`src/axi_consts.svh`:
```
`ifndef AXI_CONSTS_SVH
`define AXI_CONSTS_SVH

// ============================================================
// Bus widths
// ============================================================

`define AXI_ID_BITS 4
`define AXI_ADDR_BITS 32
`define AXI_DATA_BITS 32
`define AXI_STRB_BITS 4 // One strobe per data byte
`define AXI_LEN_BITS 8
`define AXI_SIZE_BITS 3

// ============================================================
// Address map
// ============================================================

// The memory window starts here and covers 2**AXI_MEM_SPAN_BITS bytes
`define AXI_MEM_BASE 32'h0000_0000
`define AXI_MEM_SPAN_BITS 12 // 4 KB, so 1024 words of 32 bits

`endif

```
`src/axi_pkg.sv`:
```
package axi_pkg;

	typedef enum logic [1:0] {
		burst_fixed = 2'b00,
		burst_incr = 2'b01,
		burst_wrap = 2'b10 // Handled as INCR by both slaves
	} axi_burst_e;

	typedef enum logic [1:0] {
		resp_okay = 2'b00,
		resp_exokay = 2'b01,
		resp_slverr = 2'b10,
		resp_decerr = 2'b11
	} axi_resp_e;

	// Shared by the memory slave and the default slave
	typedef enum logic [1:0] {
		st_idle = 2'b00,
		st_read = 2'b01,
		st_write = 2'b10,
		st_resp = 2'b11
	} slave_state_e;

	typedef enum logic [1:0] {
		rt_idle = 2'b00,
		rt_read = 2'b01,
		rt_write = 2'b10
	} route_state_e;

endpackage

```
`src/axi_default_slave.sv`:
```
`timescale 1ns/1ps
`include "axi_consts.svh"

module axi_default_slave (
	input logic clk,
	input logic rst,
	input logic [`AXI_ID_BITS-1:0] ar_id,
	input logic [`AXI_ADDR_BITS-1:0] ar_addr,
	input logic [`AXI_LEN_BITS-1:0] ar_len,
	input logic [`AXI_SIZE_BITS-1:0] ar_size,
	input axi_pkg::axi_burst_e ar_burst,
	input logic ar_valid,
	output logic ar_ready,
	output logic [`AXI_ID_BITS-1:0] r_id,
	output logic [`AXI_DATA_BITS-1:0] r_data,
	output axi_pkg::axi_resp_e r_resp,
	output logic r_last,
	output logic r_valid,
	input logic r_ready,
	input logic [`AXI_ID_BITS-1:0] aw_id,
	input logic [`AXI_ADDR_BITS-1:0] aw_addr,
	input logic [`AXI_LEN_BITS-1:0] aw_len,
	input logic [`AXI_SIZE_BITS-1:0] aw_size,
	input axi_pkg::axi_burst_e aw_burst,
	input logic aw_valid,
	output logic aw_ready,
	input logic [`AXI_DATA_BITS-1:0] w_data,
	input logic [`AXI_STRB_BITS-1:0] w_strb,
	input logic w_last,
	input logic w_valid,
	output logic w_ready,
	output logic [`AXI_ID_BITS-1:0] b_id,
	output axi_pkg::axi_resp_e b_resp,
	output logic b_valid,
	input logic b_ready
);

	import axi_pkg::*;

	slave_state_e state;

	logic [`AXI_ID_BITS-1:0] rd_id;
	logic [`AXI_ID_BITS-1:0] wr_id;
	logic [`AXI_LEN_BITS-1:0] rd_cnt;

	assign ar_ready = (state == st_idle);
	assign aw_ready = (state == st_idle);
	assign r_valid = (state == st_read);
	assign w_ready = (state == st_write); // W beats are taken and dropped
	assign b_valid = (state == st_resp);

	// Every access here falls outside the map
	assign r_id = rd_id;
	assign r_data = '0;
	assign r_resp = resp_decerr;
	assign r_last = (rd_cnt == '0);
	assign b_id = wr_id;
	assign b_resp = resp_decerr;

	always_ff @(posedge clk or negedge rst) begin
		if (!rst) begin
			state <= st_idle;
		end else begin
			case (state)
				st_idle: begin
					if (ar_valid && ar_ready)
						state <= st_read;
					else if (aw_valid && aw_ready)
						state <= st_write;
				end
				st_read: if (r_valid && r_ready && r_last) state <= st_idle;
				st_write: if (w_valid && w_ready && w_last) state <= st_resp;
				st_resp: if (b_valid && b_ready) state <= st_idle;
				default: state <= st_idle;
			endcase
		end
	end

	always_ff @(posedge clk) begin
		if (ar_valid && ar_ready) begin
			rd_id <= ar_id;
			rd_cnt <= ar_len; // ARLEN+1 beats in total
		end else if (r_valid && r_ready) begin
			rd_cnt <= rd_cnt - 1'b1;
		end
		if (aw_valid && aw_ready && !(ar_valid && ar_ready))
			wr_id <= aw_id;
	end

endmodule

```
`config.mk`:
```
export PLATFORM = sky130hd
export DESIGN_NAME = axi_default_slave
export DESIGN_NICKNAME = d
export VERILOG_FILES = /design/src/axi_pkg.sv /design/src/axi_default_slave.sv
export VERILOG_INCLUDE_DIRS = /design/src
export SDC_FILE = /design/constraint.sdc
export NUM_CORES = 1
export LEC_CHECK = 0
export ABC_CLOCK_PERIOD_IN_PS = 2100
export BUFFER_PORTS_ARGS = -buffer_cell sky130_fd_sc_hd__buf_2
export CORE_AREA = 2 2 74 76
export DETAILED_ROUTE_END_ITERATION = 10
export DIE_AREA = 0 0 76 78
export PLACE_DENSITY = 0.74
export SYNTH_ARGS = -nofsm -noshare
export SYNTH_HDL_FRONTEND = slang
export SYNTH_SLANG_ARGS = --single-unit
```
`constraint.sdc`:
```
create_clock -name clk -period 2.1 [get_ports clk]
set_input_delay 0.42 -clock clk [delete_from_list [all_inputs] [get_ports clk]]
set_output_delay 0.42 -clock clk [all_outputs]
set_load 0.02 [all_outputs]
```
==> impl_metrics.json, run 1 <==
{
  "yosys_warnings": 0,
  "floorplan.io_pins": 192,
  "power_mw": 0.8406,
  "ant_diodes": 0,
  "run_status": "finished, final reports clean",
  "final_critical_path_setup_slack_ns": 0.2124,
  "hold_end": "b_id[3]",
  "cts_buffer_depth": 2,
  "synth-seq-area-share": 0.4604,
  "area_growth_pct": 18.24,
  "finalClockSkew_ns": 0.001798,
  "cap_violations": 0,
  "place_ws_ns": 0.3454,
  "share_seq_of_total_power": 0.528,
  "avgRoutedWirePerCell_um": 9.507,
  "fraction_of_synthesized_cell_area_taken_by_the_top_area_cell_type": 0.4169,
  "setup.worst_path.start_class": "flop",
  "timing.reg2reg.setup_slack_ns": 0.48,
  "layout_min_cycle_time_ns": 1.888,
  "timing.rr.start": "rd_cnt[5]",
  "total_clock_buffers_created_by_cts": 3,
  "netSwitchingFraction": 0.2832,
  "finish.net_count": 300,
  "worst_setup_hold_path_clk_slew_ns": 0.07,
  "fmax_mhz": 529.8,
  "cts_sinks": 18,
  "synth_cell_types": 29,
  "tns_ns": 0,
  "drt-total-wl_um": 2139,
  "via_per_inst": 3.560,
  "reg2reg_depth": 3,
  "dieHeight_um": 78,
  "max_fanout_on_critical_path": 6,
  "timing.critical_path.required_ns": 1.68,
  "worst_setup_path_startpoint": "rd_cnt[0]",
  "worstHoldStart": "aw_id[3]",
  "tritoncts": "done",
  "cellPowerDensity_nw_per_um2": 616.9,
  "drive_gt1_frac": 0.3097,
  "yosysTopAreaCell": "sky130_fd_sc_hd__edfxtp_1",
  "start_util": 0.2285,
  "arrival_worst_endpoint_ns": 1.47,
  "grt_pass1_vias": 712,
  "netlist_area_um2": 1152,
  "power_frac_comb": 0.179,
  "overflow": 0,
  "hold_vio_cnt_final": 0,
  "yosys-top-cells-area": "sky130_fd_sc_hd__edfxtp_1 42%, sky130_fd_sc_hd__buf_4 24%, sky130_fd_sc_hd__dfrtp_1 4.3%",
  "clock_power_share": 0.293,
  "core.rowCount": 26,
  "hold-path-cell-count": 1,
  "first_iter_violations": 37,
  "synth-seq-cells": 18,
  "cp-end-kind": "primary output",
  "horiz_die_dim_um": 76,
  "syn_avg_cell_area_um2": 10.20,
  "antenna_violations_before_repair": 0,
  "hpwl_detailed_um": 1699,
  "htreeDepth": 1,
  "critical_path_class": "reg2out",
  "grt_setup_unrepaired": "no",
  "p_int_mw": 0.6025,
  "vias": 801,
  "core_area_um2": 5042,
  "grt_pass1_wl_um": 3429,
  "nFillCells": 550,
  "antenna_violating_nets_post_route": 0,
  "design.die.area_um2": 5928,
  "hold_path_class": "in2reg",
  "p_switching_mw": 0.2380,
  "dominantRegCellSynth": "sky130_fd_sc_hd__edfxtp_1",
  "drt_first_pass_iters": 4,
  "routabilityCongestion": 0.8225,
  "synth_cells": 113,
  "cell_leakage_power_nw": 0.6120,
  "portBuffers": 37,
  "setup_viol": 0,
  "clk_latency_ns": 0.25,
  "min_period_over_period": 0.8988,
  "buffer_type_at_the_clock_tree_root": "sky130_fd_sc_hd__clkbuf_8",
  "vdd_drop_max_uv": 233.6,
  "synth-edff-count": 16,
  "detail_route.drc_violations": 0,
  "worstReg2RegEnd": "rd_cnt[7]",
  "ys_async_sr_fraction": 0.1111,
  "gr-usage-all-layers": 0.07496,
  "final_max_slew_viol_count": 0,
  "grt_start_max_net_pins": 13
}
[Yosys cell counts, drive strengths merged (3+ instances only)]
library cell and n:
and2 3, xnor2 3, buf 39, nor2 7
nor3b 3, a21oi 3, o21ai 5, edfxtp 16
nand2 6, inv 3
[cells by family after synthesis]
family / after synthesis / synth area share
compound gates: 13 / 0.06840
xor+xnor: 3 / 0.02281
fa+ha+maj: 2 / 0.02171
buf+inv: 43 / 0.2628
flops: 18 / 0.4604
other cells: 2 / 0.006517
simple gates: 32 / 0.1574
[final cells by class]
cell class	count	area, µm²	area share
clock buffer	3	41.29	0.03030
clock inverter	1	3.754	0.002755
inverter	4	15.01	0.01102
multi-input combinational	86	451.7	0.3315
sequential	18	530.5	0.3893
tap	70	87.58	0.06428
timing repair buffer	43	232.7	0.1708
[cells in the final DEF, fill, tap and decap left out, types with 3 or more instances in the layout]
cell type and n:
sky130_fd_sc_hd__buf_2 37, sky130_fd_sc_hd__buf_4 5, sky130_fd_sc_hd__nand2_1 6, sky130_fd_sc_hd__and2_1 3, sky130_fd_sc_hd__o21ai_0 5, sky130_fd_sc_hd__clkbuf_8 3
sky130_fd_sc_hd__conb_1 36, sky130_fd_sc_hd__nor2_1 7, sky130_fd_sc_hd__inv_1 3, sky130_fd_sc_hd__xnor2_1 3, sky130_fd_sc_hd__a21oi_1 3, sky130_fd_sc_hd__edfxtp_1 16
[metrics by stage]
| stage | util | instances | hold WS [ns] | cell area, µm² |
|---|---|---|---|---|
| detailed placement | 0.2583 | 220 | 0.2101 | 1303 |
| CTS | 0.2692 | 225 | 0.3343 | 1358 |
| global route | 0.2702 | 225 | 0.3257 | 1363 |
| floorplan | - | 147 | 0.1244 | 1280 |
| finish | 0.2702 | 225 | 0.3419 | 1363 |
| global placement | 0.2583 | 220 | 0.2098 | 1303 |
[power by group through the flow]
stage / combinational (mW) / sequential (mW) / clock, mW
after floorplan: 0.163 / 0.445 / 0
after global placement: 0.145 / 0.449 / 0
after detailed placement: 0.148 / 0.450 / 0
after CTS: 0.150 / 0.443 / 0.258
after global routing: 0.168 / 0.447 / 0.274
final: 0.150 / 0.444 / 0.246
[how the worst max path moves through the flow]
| stage | cells after the start | endpoint |
|---|---|---|
| after floorplan | 4 | rd_cnt[0] |
| after global placement | 5 | rd_cnt[6] |
| after detailed placement | 5 | rd_cnt[6] |
| after CTS | 5 | r_last |
| after global routing | 4 | r_last |
| final | 5 | r_last |
[state kept, by name, summed over array words and instances (netlist names)]
name / count
b_id: 4
r_id: 4
rd_cnt: 8
state: 2
[worst max-delay path: stages, from the launching register on]
cell	delay, ns
sky130_fd_sc_hd__edfxtp_1	0.47
sky130_fd_sc_hd__inv_1	0.12
sky130_fd_sc_hd__ha_1	0.14
sky130_fd_sc_hd__nor3b_2	0.18
sky130_fd_sc_hd__and2_1	0.15
sky130_fd_sc_hd__buf_2	0.16
[metal layers]
metal | vias to the layer above | global-route usage | wire length (µm)
met5 | - | 0 | 0
met4 | 0 | 0.02182 | 24
met3 | 2 | 0.03372 | 240
met2 | 56 | 0.1205 | 965
met1 | 343 | 0.09071 | 908
li1 | 400 | - | -
[timing repair]
item / 4_1_cts / 5_1_grt
setup endpoints to repair: 0 / 1
endpoints found under the hold margin: 2 / 0
hold buffers: 1 / 0
resized for setup: 0 / 1
buffers inserted: 0 / 0
Power figures use the tool's default switching activity.
==> run 2, diff against run 1 <==
- PLACE_DENSITY: 0.74 -> unset
- PLACE_DENSITY_LB_ADDON: unset -> 0.12
- SETUP_SLACK_MARGIN: unset -> 0.5
==> impl_metrics.json, run 2 (synthesis results as in run 1) <==
{
  "core.rowCount": 26,
  "grt_setup_unrepaired": "yes",
  "cell_leakage_power_nw": 0.7045,
  "final_max_slew_viol_count": 0,
  "run_status": "finished, final reports clean",
  "drt_first_pass_iters": 2,
  "overflow": 0,
  "tns_ns": 0,
  "hpwl_detailed_um": 1767,
  "design.die.area_um2": 5928,
  "cp_num_cells": 5,
  "max_fanout_on_critical_path": 2,
  "vias": 875,
  "area_growth_pct": 33.98,
  "dominant_delay_contributor_by_cell_family_on_the_critical_path": "flip-flops",
  "hold_vio_cnt_final": 0,
  "cts_buffer_depth": 2,
  "cts_sinks": 18,
  "setup.worst_path.start_class": "flop",
  "power_frac_comb": 0.242,
  "finalClockSkew_ns": 0.009103,
  "cp-end-kind": "primary output",
  "horiz_die_dim_um": 76,
  "netSwitchingFraction": 0.2849,
  "gr-usage-all-layers": 0.08013,
  "largest_reg_flops": 8,
  "htreeDepth": 1,
  "cpPeakStageDelay_ns": 0.43,
  "portBuffers": 37,
  "detail_route.drc_violations": 0,
  "antenna_violations_before_repair": 0,
  "first_iter_violations": 20,
  "cellPowerDensity_nw_per_um2": 589.3,
  "buffer_type_at_the_clock_tree_root": "sky130_fd_sc_hd__clkbuf_8",
  "p_switching_mw": 0.2592,
  "grt_pass1_wl_um": 3760,
  "critical_path.cell_chain": "inv_2 -> ha_1 -> nor3b_4 -> and2_4 -> buf_6",
  "reg2reg_depth": 5,
  "arrival_worst_endpoint_ns": 1.37,
  "drive_gt1_frac": 0.4260,
  "most-common-layout-cells": "36 x sky130_fd_sc_hd__conb_1, 36 x sky130_fd_sc_hd__buf_2, 16 x sky130_fd_sc_hd__edfxtp_1",
  "worst_setup_hold_path_clk_slew_ns": 0.07,
  "nFillCells": 536,
  "min_period_over_period": 0.8525,
  "total_clock_buffers_created_by_cts": 3,
  "dieHeight_um": 78,
  "ant_diodes": 0,
  "avgRoutedWirePerCell_um": 10.11,
  "core_area_um2": 5042,
  "crit_path_top_delay_cell": "sky130_fd_sc_hd__edfxtp_1",
  "grt_start_max_net_pins": 13,
  "start_util": 0.2285,
  "routabilityCongestion": 0.6783,
  "largest_register": "rd_cnt",
  "share_seq_of_total_power": 0.481,
  "drt-total-wl_um": 2417,
  "grt_pass1_vias": 794,
  "via_per_inst": 3.661,
  "cp_num_buf_inv": 2,
  "hold-path-cell-count": 1,
  "layout_min_cycle_time_ns": 1.790,
  "antenna_violating_nets_post_route": 0,
  "clk_latency_ns": 0.26,
  "hold_path_class": "in2reg",
  "floorplan.io_pins": 192,
  "clock_power_share": 0.277,
  "vdd_drop_max_uv": 156.6,
  "tritoncts": "done",
  "setup_viol": 0,
  "timing.critical_path.required_ns": 1.68,
  "fmax_mhz": 558.6,
  "p_int_mw": 0.6507,
  "power_mw": 0.9099,
  "cap_violations": 0,
  "finish.net_count": 314,
  "critical_path_class": "reg2out"
}
[run 2: layout make-up]
class,instances,area [µm²],share of cell area
Multi-Input combinational cell,86,499.2,0.3233
Clock buffer,4,45.04,0.02917
Sequential cell,18,533.0,0.3452
Timing Repair Buffer,57,359.1,0.2326
Inverter,4,20.02,0.01297
Tap cell,70,87.58,0.05673
[run 2: power groups by stage]
stage          clock network, mW  registers [mW]  logic [mW]
6_report                   0.252           0.438       0.220
2_1_floorplan                  0           0.445       0.164
3_5_place_dp                   0           0.452       0.148
4_1_cts                    0.262           0.435       0.192
5_1_grt                    0.279           0.441       0.239
3_3_place_gp                   0           0.452       0.147
[run 2: worst reg2reg max path: cells and delay by family, from the launching register on]
family / cells / cell delay (ns)
simple gates: 2 / 0.72
buf+inv: 2 / 0.27
flops: 1 / 0.43
compound gates: 1 / 0.14
[run 2: per-stage QoR]
| stage | setup slack, ns | cell area [µm²] | hold WS, ns | util | cells |
|---|---|---|---|---|---|
| floorplan | 0.5411 | 1282 | 0.1244 | - | 147 |
| global placement | 0.3847 | 1290 | 0.2115 | 0.2558 | 218 |
| detailed placement | 0.3752 | 1290 | 0.2109 | 0.2558 | 218 |
| CTS | 0.3245 | 1460 | 0.3283 | 0.2896 | 235 |
| global route | 0.2560 | 1544 | 0.3246 | 0.3062 | 239 |
| finish | 0.3097 | 1544 | 0.3359 | 0.3062 | 239 |
[run 2: worst paths after layout]
path / slack, ns / end / startpoint
min in group asynchronous: 0.47 / state[0] / rst
hold reg to reg: 0.62 / state[0] / state[1]
setup / recovery: 0.31 / r_last / rd_cnt[0]
setup reg to reg: 0.37 / rd_cnt[7] / rd_cnt[0]
max in group asynchronous: 1.52 / state[1] / rst
hold / removal: 0.34 / r_id[0] / ar_id[0]
[run 2: metal layers]
metal | routed length, µm | global-route usage
met2 | 1098 | 0.1321
met5 | 0 | 0
met3 | 240 | 0.02326
met4 | 40 | 0.03273
met1 | 1039 | 0.09849
[run 2: repair_timing]
item | in CTS | in global routing
gates resized for setup | 10 | 13
pin swaps | 1 | 3
endpoints found under the hold margin | 2 | 0
hold buffers | 1 | 0
endpoints found under the setup margin | 12 | 15
setup buffers | 12 | 4
