[config.mk]
export PLATFORM = sky130hd
export DESIGN_NAME = axi_addr_router
export DESIGN_NICKNAME = d
export VERILOG_FILES = /design/src/axi_pkg.sv /design/src/axi_addr_router.sv
export VERILOG_INCLUDE_DIRS = /design/src
export SDC_FILE = /design/constraint.sdc
export NUM_CORES = 1
export LEC_CHECK = 0
export ABC_CLOCK_PERIOD_IN_PS = 2200
export BUFFER_PORTS_ARGS = -buffer_cell sky130_fd_sc_hd__clkbuf_2
export CORE_AREA = 5 5 220 222
export CTS_CLUSTER_DIAMETER = 120
export DETAILED_ROUTE_END_ITERATION = 10
export DIE_AREA = 0 0 225 227
export HOLD_SLACK_MARGIN = 0.05
export MAX_ROUTING_LAYER = met4
export PLACE_DENSITY = 0.3
export SLEW_MARGIN = 0
export SYNTH_ARGS = -nofsm -noshare
export SYNTH_HDL_FRONTEND = slang
export SYNTH_SLANG_ARGS = --single-unit
[constraint.sdc]
create_clock -name clk -period 2.2 [get_ports clk]
set_input_delay 0.11 -clock clk [delete_from_list [all_inputs] [get_ports clk]]
set_output_delay 0.11 -clock clk [all_outputs]
set_load 0.01 [all_outputs]
[src/axi_consts.svh]
`ifndef AXI_CONSTS_SVH
`define AXI_CONSTS_SVH

// ============================================================
// Bus widths
// ============================================================

`define AXI_ID_BITS 4
`define AXI_ADDR_BITS 32
`define AXI_DATA_BITS 32
`define AXI_STRB_BITS 4 // One strobe per data byte
`define AXI_LEN_BITS 8
`define AXI_SIZE_BITS 3

// ============================================================
// Address map
// ============================================================

// The memory window starts here and covers 2**AXI_MEM_SPAN_BITS bytes
`define AXI_MEM_BASE 32'h0000_0000
`define AXI_MEM_SPAN_BITS 12 // 4 KB, so 1024 words of 32 bits

`endif

[src/axi_pkg.sv]
package axi_pkg;

	typedef enum logic [1:0] {
		burst_fixed = 2'b00,
		burst_incr = 2'b01,
		burst_wrap = 2'b10 // Handled as INCR by both slaves
	} axi_burst_e;

	typedef enum logic [1:0] {
		resp_okay = 2'b00,
		resp_exokay = 2'b01,
		resp_slverr = 2'b10,
		resp_decerr = 2'b11
	} axi_resp_e;

	// Shared by the memory slave and the default slave
	typedef enum logic [1:0] {
		st_idle = 2'b00,
		st_read = 2'b01,
		st_write = 2'b10,
		st_resp = 2'b11
	} slave_state_e;

	typedef enum logic [1:0] {
		rt_idle = 2'b00,
		rt_read = 2'b01,
		rt_write = 2'b10
	} route_state_e;

endpackage

[src/axi_addr_router.sv]
`timescale 1ns/1ps
`include "axi_consts.svh"

module axi_addr_router (
	input logic clk,
	input logic rst,
	// Upstream master side
	input logic [`AXI_ID_BITS-1:0] ar_id,
	input logic [`AXI_ADDR_BITS-1:0] ar_addr,
	input logic [`AXI_LEN_BITS-1:0] ar_len,
	input logic [`AXI_SIZE_BITS-1:0] ar_size,
	input axi_pkg::axi_burst_e ar_burst,
	input logic ar_valid,
	output logic ar_ready,
	output logic [`AXI_ID_BITS-1:0] r_id,
	output logic [`AXI_DATA_BITS-1:0] r_data,
	output axi_pkg::axi_resp_e r_resp,
	output logic r_last,
	output logic r_valid,
	input logic r_ready,
	input logic [`AXI_ID_BITS-1:0] aw_id,
	input logic [`AXI_ADDR_BITS-1:0] aw_addr,
	input logic [`AXI_LEN_BITS-1:0] aw_len,
	input logic [`AXI_SIZE_BITS-1:0] aw_size,
	input axi_pkg::axi_burst_e aw_burst,
	input logic aw_valid,
	output logic aw_ready,
	input logic [`AXI_DATA_BITS-1:0] w_data,
	input logic [`AXI_STRB_BITS-1:0] w_strb,
	input logic w_last,
	input logic w_valid,
	output logic w_ready,
	output logic [`AXI_ID_BITS-1:0] b_id,
	output axi_pkg::axi_resp_e b_resp,
	output logic b_valid,
	input logic b_ready,
	// Toward the memory slave and the default slave
	output logic [`AXI_ID_BITS-1:0] mem_ar_id, dft_ar_id, mem_aw_id, dft_aw_id,
	output logic [`AXI_ADDR_BITS-1:0] mem_ar_addr, dft_ar_addr, mem_aw_addr, dft_aw_addr,
	output logic [`AXI_LEN_BITS-1:0] mem_ar_len, dft_ar_len, mem_aw_len, dft_aw_len,
	output logic [`AXI_SIZE_BITS-1:0] mem_ar_size, dft_ar_size, mem_aw_size, dft_aw_size,
	output axi_pkg::axi_burst_e mem_ar_burst, dft_ar_burst, mem_aw_burst, dft_aw_burst,
	output logic mem_ar_valid, dft_ar_valid, mem_aw_valid, dft_aw_valid,
	input logic mem_ar_ready, dft_ar_ready, mem_aw_ready, dft_aw_ready,
	output logic [`AXI_DATA_BITS-1:0] mem_w_data, dft_w_data,
	output logic [`AXI_STRB_BITS-1:0] mem_w_strb, dft_w_strb,
	output logic mem_w_last, dft_w_last, mem_w_valid, dft_w_valid,
	input logic mem_w_ready, dft_w_ready,
	input logic [`AXI_ID_BITS-1:0] mem_r_id, dft_r_id, mem_b_id, dft_b_id,
	input logic [`AXI_DATA_BITS-1:0] mem_r_data, dft_r_data,
	input axi_pkg::axi_resp_e mem_r_resp, dft_r_resp, mem_b_resp, dft_b_resp,
	input logic mem_r_last, dft_r_last, mem_r_valid, dft_r_valid, mem_b_valid, dft_b_valid,
	output logic mem_r_ready, dft_r_ready, mem_b_ready, dft_b_ready
);

	import axi_pkg::*;

	route_state_e state;
	logic tgt_mem; // Set when the open transaction goes to the memory slave
	logic ar_hit, aw_hit;
	logic idle, aw_fwd;

	// ============================================================
	// Address decode and request steering
	// ============================================================

	assign ar_hit = ((ar_addr ^ `AXI_MEM_BASE) >> `AXI_MEM_SPAN_BITS) == '0;
	assign aw_hit = ((aw_addr ^ `AXI_MEM_BASE) >> `AXI_MEM_SPAN_BITS) == '0;

	assign idle = (state == rt_idle);
	assign aw_fwd = idle && !ar_valid; // A pending read holds the write back

	assign mem_ar_valid = idle && ar_valid && ar_hit;
	assign dft_ar_valid = idle && ar_valid && !ar_hit;
	assign ar_ready = idle && (ar_hit ? mem_ar_ready : dft_ar_ready);
	assign mem_aw_valid = aw_fwd && aw_valid && aw_hit;
	assign dft_aw_valid = aw_fwd && aw_valid && !aw_hit;
	assign aw_ready = aw_fwd && (aw_hit ? mem_aw_ready : dft_aw_ready);

	// Payload fans out to both, only the valid selects the slave
	assign {mem_ar_id, dft_ar_id} = {2{ar_id}};
	assign {mem_ar_addr, dft_ar_addr} = {2{ar_addr}};
	assign {mem_ar_len, dft_ar_len} = {2{ar_len}};
	assign {mem_ar_size, dft_ar_size} = {2{ar_size}};
	assign mem_ar_burst = ar_burst;
	assign dft_ar_burst = ar_burst;
	assign {mem_aw_id, dft_aw_id} = {2{aw_id}};
	assign {mem_aw_addr, dft_aw_addr} = {2{aw_addr}};
	assign {mem_aw_len, dft_aw_len} = {2{aw_len}};
	assign {mem_aw_size, dft_aw_size} = {2{aw_size}};
	assign mem_aw_burst = aw_burst;
	assign dft_aw_burst = aw_burst;
	assign {mem_w_data, dft_w_data} = {2{w_data}};
	assign {mem_w_strb, dft_w_strb} = {2{w_strb}};
	assign {mem_w_last, dft_w_last} = {2{w_last}};

	// ============================================================
	// Data and response channels
	// ============================================================

	assign mem_w_valid = (state == rt_write) && tgt_mem && w_valid;
	assign dft_w_valid = (state == rt_write) && !tgt_mem && w_valid;
	assign w_ready = (state == rt_write) && (tgt_mem ? mem_w_ready : dft_w_ready);

	assign mem_r_ready = (state == rt_read) && tgt_mem && r_ready;
	assign dft_r_ready = (state == rt_read) && !tgt_mem && r_ready;
	assign r_valid = (state == rt_read) && (tgt_mem ? mem_r_valid : dft_r_valid);
	assign r_id = tgt_mem ? mem_r_id : dft_r_id;
	assign r_data = tgt_mem ? mem_r_data : dft_r_data;
	assign r_resp = tgt_mem ? mem_r_resp : dft_r_resp;
	assign r_last = tgt_mem ? mem_r_last : dft_r_last;

	assign mem_b_ready = (state == rt_write) && tgt_mem && b_ready;
	assign dft_b_ready = (state == rt_write) && !tgt_mem && b_ready;
	assign b_valid = (state == rt_write) && (tgt_mem ? mem_b_valid : dft_b_valid);
	assign b_id = tgt_mem ? mem_b_id : dft_b_id;
	assign b_resp = tgt_mem ? mem_b_resp : dft_b_resp;

	always_ff @(posedge clk or negedge rst) begin
		if (!rst) begin
			state <= rt_idle;
			tgt_mem <= 1'b0;
		end else begin
			case (state)
				rt_idle: begin
					if (ar_valid && ar_ready) begin
						state <= rt_read;
						tgt_mem <= ar_hit;
					end else if (aw_valid && aw_ready) begin
						state <= rt_write;
						tgt_mem <= aw_hit;
					end
				end
				rt_read: if (r_valid && r_ready && r_last) state <= rt_idle;
				rt_write: if (b_valid && b_ready) state <= rt_idle;
				default: state <= rt_idle;
			endcase
		end
	end

endmodule

==> qor.txt, run 1 <==
Mapped Area = 3024 um2
Vias = 2313
DP HPWL = 12000 um
Die width = 225 um
Post-Syn Area per Cell = 7.917 um2
Root Driver = clkbuf_16
Placed cells = 1004
Detail Route Antenna Nets = 0
Skew final = 0.004086 ns
Startpoint types = register
Share of synthesized registers carrying an async set or reset = 100.0%
1st-iter DRT viols = 31
Clock latency on the worst-skew pair = 0.22 ns
RSZ-0062 raised after global routing = no
Post-route cell area = 3302 um2
Post-Layout Cell Count = 1012
Routed Wire Length = 12820 um
H-Tree Depth = 1
Post-synth top cells = buf_4 (270), mux2_2 (45), nor2_1 (8)
Vias in the first global route = 2347
Max Fclk = 528.8 MHz
Status = finished, final reports clean
Top_reg_cell synth = dfrtp_1
Crit Path Class = register to output port
Top cell type's share of synthesized area = 67.03%
Min-Delay Path Class = input port to register
Arr. time, crit path = 1.78 ns
Core Region = 46160 um2
Post-synthesis cell type count = 28
GPL Wtd Cong = 0.6385
Wire per inst = 12.67 um
Max IR drop VDD = 0.0001705 V
CP Max Fanout = 22
Initial Util = 6.551%
DRC = 0
Max Slew Vio Count = 0
Full die area = 51080 um2
Fin. Hold Viols = 0
All-layer global routing usage = 4.472%
Dpl cell area = 3197 um2
Worst slew margin = 62.90%
Ratio of cells with drive above 1 in the final layout = 86.57%
YS warnings = 0
Die Ht = 227 um
Sequential element share of the synthesized area = 2.482%
Largest net degree at the start of global routing = 23
Reg clk slew, reported paths = 0.03 ns
Initial antenna violation count = 3
EDFF count, synth = 0
PD cells = 297.1 nW/um2
Element type at the critical path end = output port
Top cells by area, synth = buf_4 (67%), mux2_2 (17%), dfrtp_1 (2.5%)
Most frequent cell after synthesis = buf_4
Total gr overflow = 0
Setup tns final = 0 ns
Pre-antenna DRT Iters = 4
I/O pin count = 572
Worst Path Required = 2.09 ns
Fin nets = 645
Syn_nets = 624
Row Count = 79
Dominant cell type by area after synthesis = buf_4
Via density = 2.286
Number of synthesized register bits = 3
Pleak = 1.561 nW
Tcrit/Tclk final = 85.97%
Gate Count Post-Synth = 382
Max-cap violations = 0
Port Buf Inserts = 286
CTS tree = built
Cts bufs inserted = 3
CTS max path bufs = 2
P&R area growth vs syn = 9.185%
Worst Tran Pin Value = 0.5565 ns
Final min period = 1.891 ns
First-pass GRT wire length = 15970 um
Count of clock tree sinks = 3
Final setup fails = 0
Postcts setup bufs = 0
## placed cells by master, fill, tap and decap left out, drive strengths merged
cell,n
a21boi,1
a21oi,1
a31oi,1
and3,3
and4b,1
buf,5
clkbuf,290
dfrtp,3
diode,3
dlygate4sd3,1
mux2,45
mux2i,5
nand2,7
nand2b,2
nand3,2
nand3b,1
nand4,1
nor2,10
nor2b,2
nor3,4
nor3b,1
nor4,11
nor4b,1
o22ai,3
o2bb2ai,1
## power breakdown
group	internal (W)	switching (W)	leakage, nW
sequential	0.0000681	0.0000444	0.0377
clock	0.000239	0.0000477	0.0382
combinational	0.000273	0.000308	1.49
total	0.000581	0.000400	1.56
## timing repair
action | CTS | global route
hold endpoints to repair | 3 | 0
gates resized for setup | 0 | 1
hold buffers | 1 | 0
setup endpoints to repair | 0 | 1
## registers in the layout (all words and copies together), names as in the netlist
| signal | count |
|---|---|
| tgt_mem | 1 |
| state | 2 |
## kinds of logic after synthesis
group | count (synthesis) | synth area share [%]
compound gates | 7 | 1.531
buf+inv | 276 | 68.02
simple gates | 46 | 9.558
flops | 3 | 2.482
mux | 50 | 18.41
## metal layers
layer	GRT usage (%)	routed length, um	up-vias
met4	2.337	671	0
met2	6.288	5484	277
met5	-	0	-
li1	-	-	1027
met1	4.772	4446	936
met3	2.966	2215	73
## critical path, cell delays in order (launching register included)
cell      delay (ns)
dfrtp_2         0.70
buf_4           0.32
mux2_2          0.35
clkbuf_2        0.15
## through the flow
stage | hold WS (ns) | util, % | setup WS (ns) | total power (W)
CTS | 0.1676 | 7.118 | 0.04304 | 0.001011
finish | 0.1498 | 7.153 | 0.3088 | 0.0009810
floorplan | -0.1856 | - | 0.9147 | 0.0007635
detailed placement | -0.08025 | 6.925 | 0.05127 | 0.0007133
global route | 0.1922 | 7.153 | 0.1512 | 0.001069
global placement | -0.08135 | 6.925 | 0.05231 | 0.0007168
## layout make-up
type / instances / area (um2)
tap: 607 / 759.5
antenna: 3 / 7.507
sequential: 3 / 76.32
fill: 5438 / 42860
timing repair buffer: 292 / 1479
clock buffer: 4 / 78.83
multi-input combinational: 103 / 900.9
## worst paths after layout
path                              start          to  slack (ns)  cells past startpoint
max                             tgt_mem  r_data[19]        0.31                      3
min                        mem_ar_ready     tgt_mem        0.15                      3
max reg2reg                     tgt_mem    state[0]        0.65                      3
min reg2reg                    state[0]    state[0]        0.89                      3
max in group asynchronous           rst     tgt_mem        1.83                      2
min in group asynchronous           rst    state[0]        0.24                      2
No activity file was read; power rests on OpenSTA's default activity.
==> run 2: changes to the inputs <==
Settings changed: PLACE_DENSITY 0.3 to 0.39.
==> run 2 against run 1 <==
Maximum frequency fell by 2.2%. Final area down 0.27%. Global-route usage about the same. Clock power is 13% higher. Non-clock buffer count unchanged. Combinational power shrank 3.6%. Cell count unchanged.
==> qor.txt, run 2 (synthesized netlist as in run 1, its figures left out) <==
Status = finished, final reports clean
Met1 global-route usage = 4.755%
Arr. time, crit path = 1.82 ns
Hold_sp = mem_ar_ready
Die width = 225 um
Min-Delay Path Class = input port to register
Full die area = 51080 um2
Clock latency on the worst-skew pair = 0.24 ns
RSZ-0062 raised after global routing = no
Pre-antenna DRT Iters = 3
CP Max Fanout = 21
Most frequent cells in the layout = clkbuf_2 (286), mux2_2 (45), nor2_1 (8), nor4_1 (7), nand2_1 (6)
CTS max path bufs = 2
R2r endpoint = state[1]
Final hold slack = 0.1207 ns
Routed Wire Length = 12850 um
Total power = 0.0009984 W
Max Fclk = 517.2 MHz
Max IR drop VDD = 0.0001874 V
All-layer global routing usage = 4.432%
R2r worst-path depth = 3
Worst Tran Pin Value = 0.5548 ns
Fin. Hold Viols = 0
Total gr overflow = 0
Max Slew Vio Count = 0
Vias in the first global route = 2381
Port Buf Inserts = 286
GPL Wtd Cong = 0.6606
RR Startpoint = tgt_mem
Initial Util = 6.551%
Pleak = 1.560 nW
R2r setup slk = 0.66 ns
Final WS setup = 0.2667 ns
Final min period = 1.933 ns
Place WS = 0.1843 ns
H-Tree Depth = 1
Die Ht = 227 um
Detail Route Antenna Nets = 0
Tcrit/Tclk final = 87.88%
Via density = 2.371
Cts bufs inserted = 3
Biggest regs = state: 2 flops, tgt_mem: 1 flops
Root Driver = clkbuf_16
Worst slew margin = 63.01%
Count of clock tree sinks = 3
Core Region = 46160 um2
Worst Path Required = 2.09 ns
Met3 Use GR = 2.927%
DRC = 0
Initial antenna violation count = 3
PD cells = 303.2 nW/um2
Largest net degree at the start of global routing = 22
Reg clk slew, reported paths = 0.05 ns
CTS tree = built
Max-cap violations = 0
DP HPWL = 11780 um
Worst hold stages = 3
Element type at the critical path end = output port
Vias = 2399
GRT Max-Usage Layer = met2
Setup tns final = 0 ns
Wire per inst = 12.70 um
I/O pin count = 572
P&R area growth vs syn = 8.895%
Crit Path Class = register to output port
First-pass GRT wire length = 15880 um
Final setup fails = 0
1st-iter DRT viols = 63
Met2 Use GR = 6.172%
Skew final = 0.01490 ns
Ratio of cells with drive above 1 in the final layout = 86.57%
Row Count = 79
Top reg by flops = state
Startpoint types = register
Fin nets = 645
Min-Delay Endpoint = tgt_mem
Most common cell after layout, fill and taps aside = clkbuf_2
Max FFs per register = 2
## run 2: cell count changes in the layout (fill, tap and decap cells not counted)
cell    previous run  this run
nor4_2             3         4
nor4_4             1         0
## run 2: layer usage
layer / routed length (um) / up-vias
met5: 0 / -
met4: 733 / 0
met3: 2166 / 78
met2: 5356 / 315
met1: 4597 / 973
li1: - / 1033
## run 2: worst max-delay path by stage
stage           startpoint  endpoint  slack (ns)  depth (start not counted)
2_1_floorplan      tgt_mem   b_id[1]        0.91                          3
3_3_place_gp   ar_addr[22]  ar_ready        0.22                          7
3_5_place_dp   ar_addr[18]  ar_ready        0.18                          7
4_1_cts            tgt_mem   b_id[1]        0.16                          3
5_1_grt        ar_addr[18]  ar_ready        0.06                          7
6_report           tgt_mem   b_id[1]        0.27                          3
## run 2: power by group
part           leakage, nW  switching, W  internal, W  total [W]
clock               0.0382     0.0000808     0.000242   0.000323
sequential          0.0377     0.0000460    0.0000679   0.000114
combinational         1.48      0.000300     0.000262   0.000561
total                 1.56      0.000426     0.000572   0.000998
## run 2: what timing repair did
| action | CTS | global route |
|---|---|---|
| gates resized for setup | 0 | 0 |
| setup buffers | 0 | 0 |
| hold buffers | 1 | 0 |
| hold endpoints to repair | 3 | 0 |
## run 2: metrics by stage
step | area, um2 | cells | util [%]
after global routing | 3293 | 1012 | 7.134
after CTS | 3286 | 1009 | 7.118
after detailed placement | 3197 | 1004 | 6.925
after global placement | 3197 | 1004 | 6.925
after floorplan | 3024 | 382 | -
final | 3293 | 1012 | 7.134
## run 2: critical path: stages (launching register included)
cell,delay [ns]
dfrtp_2,0.71
buf_4,0.35
mux2_2,0.36
clkbuf_2,0.15
## run 2: layout make-up
| cell class | count | area (um2) |
|---|---|---|
| Multi-Input combinational cell | 103 | 892.1 |
| Fill cell | 5437 | 42870 |
| Clock buffer | 4 | 78.83 |
| Antenna cell | 3 | 7.507 |
| Timing Repair Buffer | 292 | 1479 |
| Sequential cell | 3 | 76.32 |
| Tap cell | 607 | 759.5 |
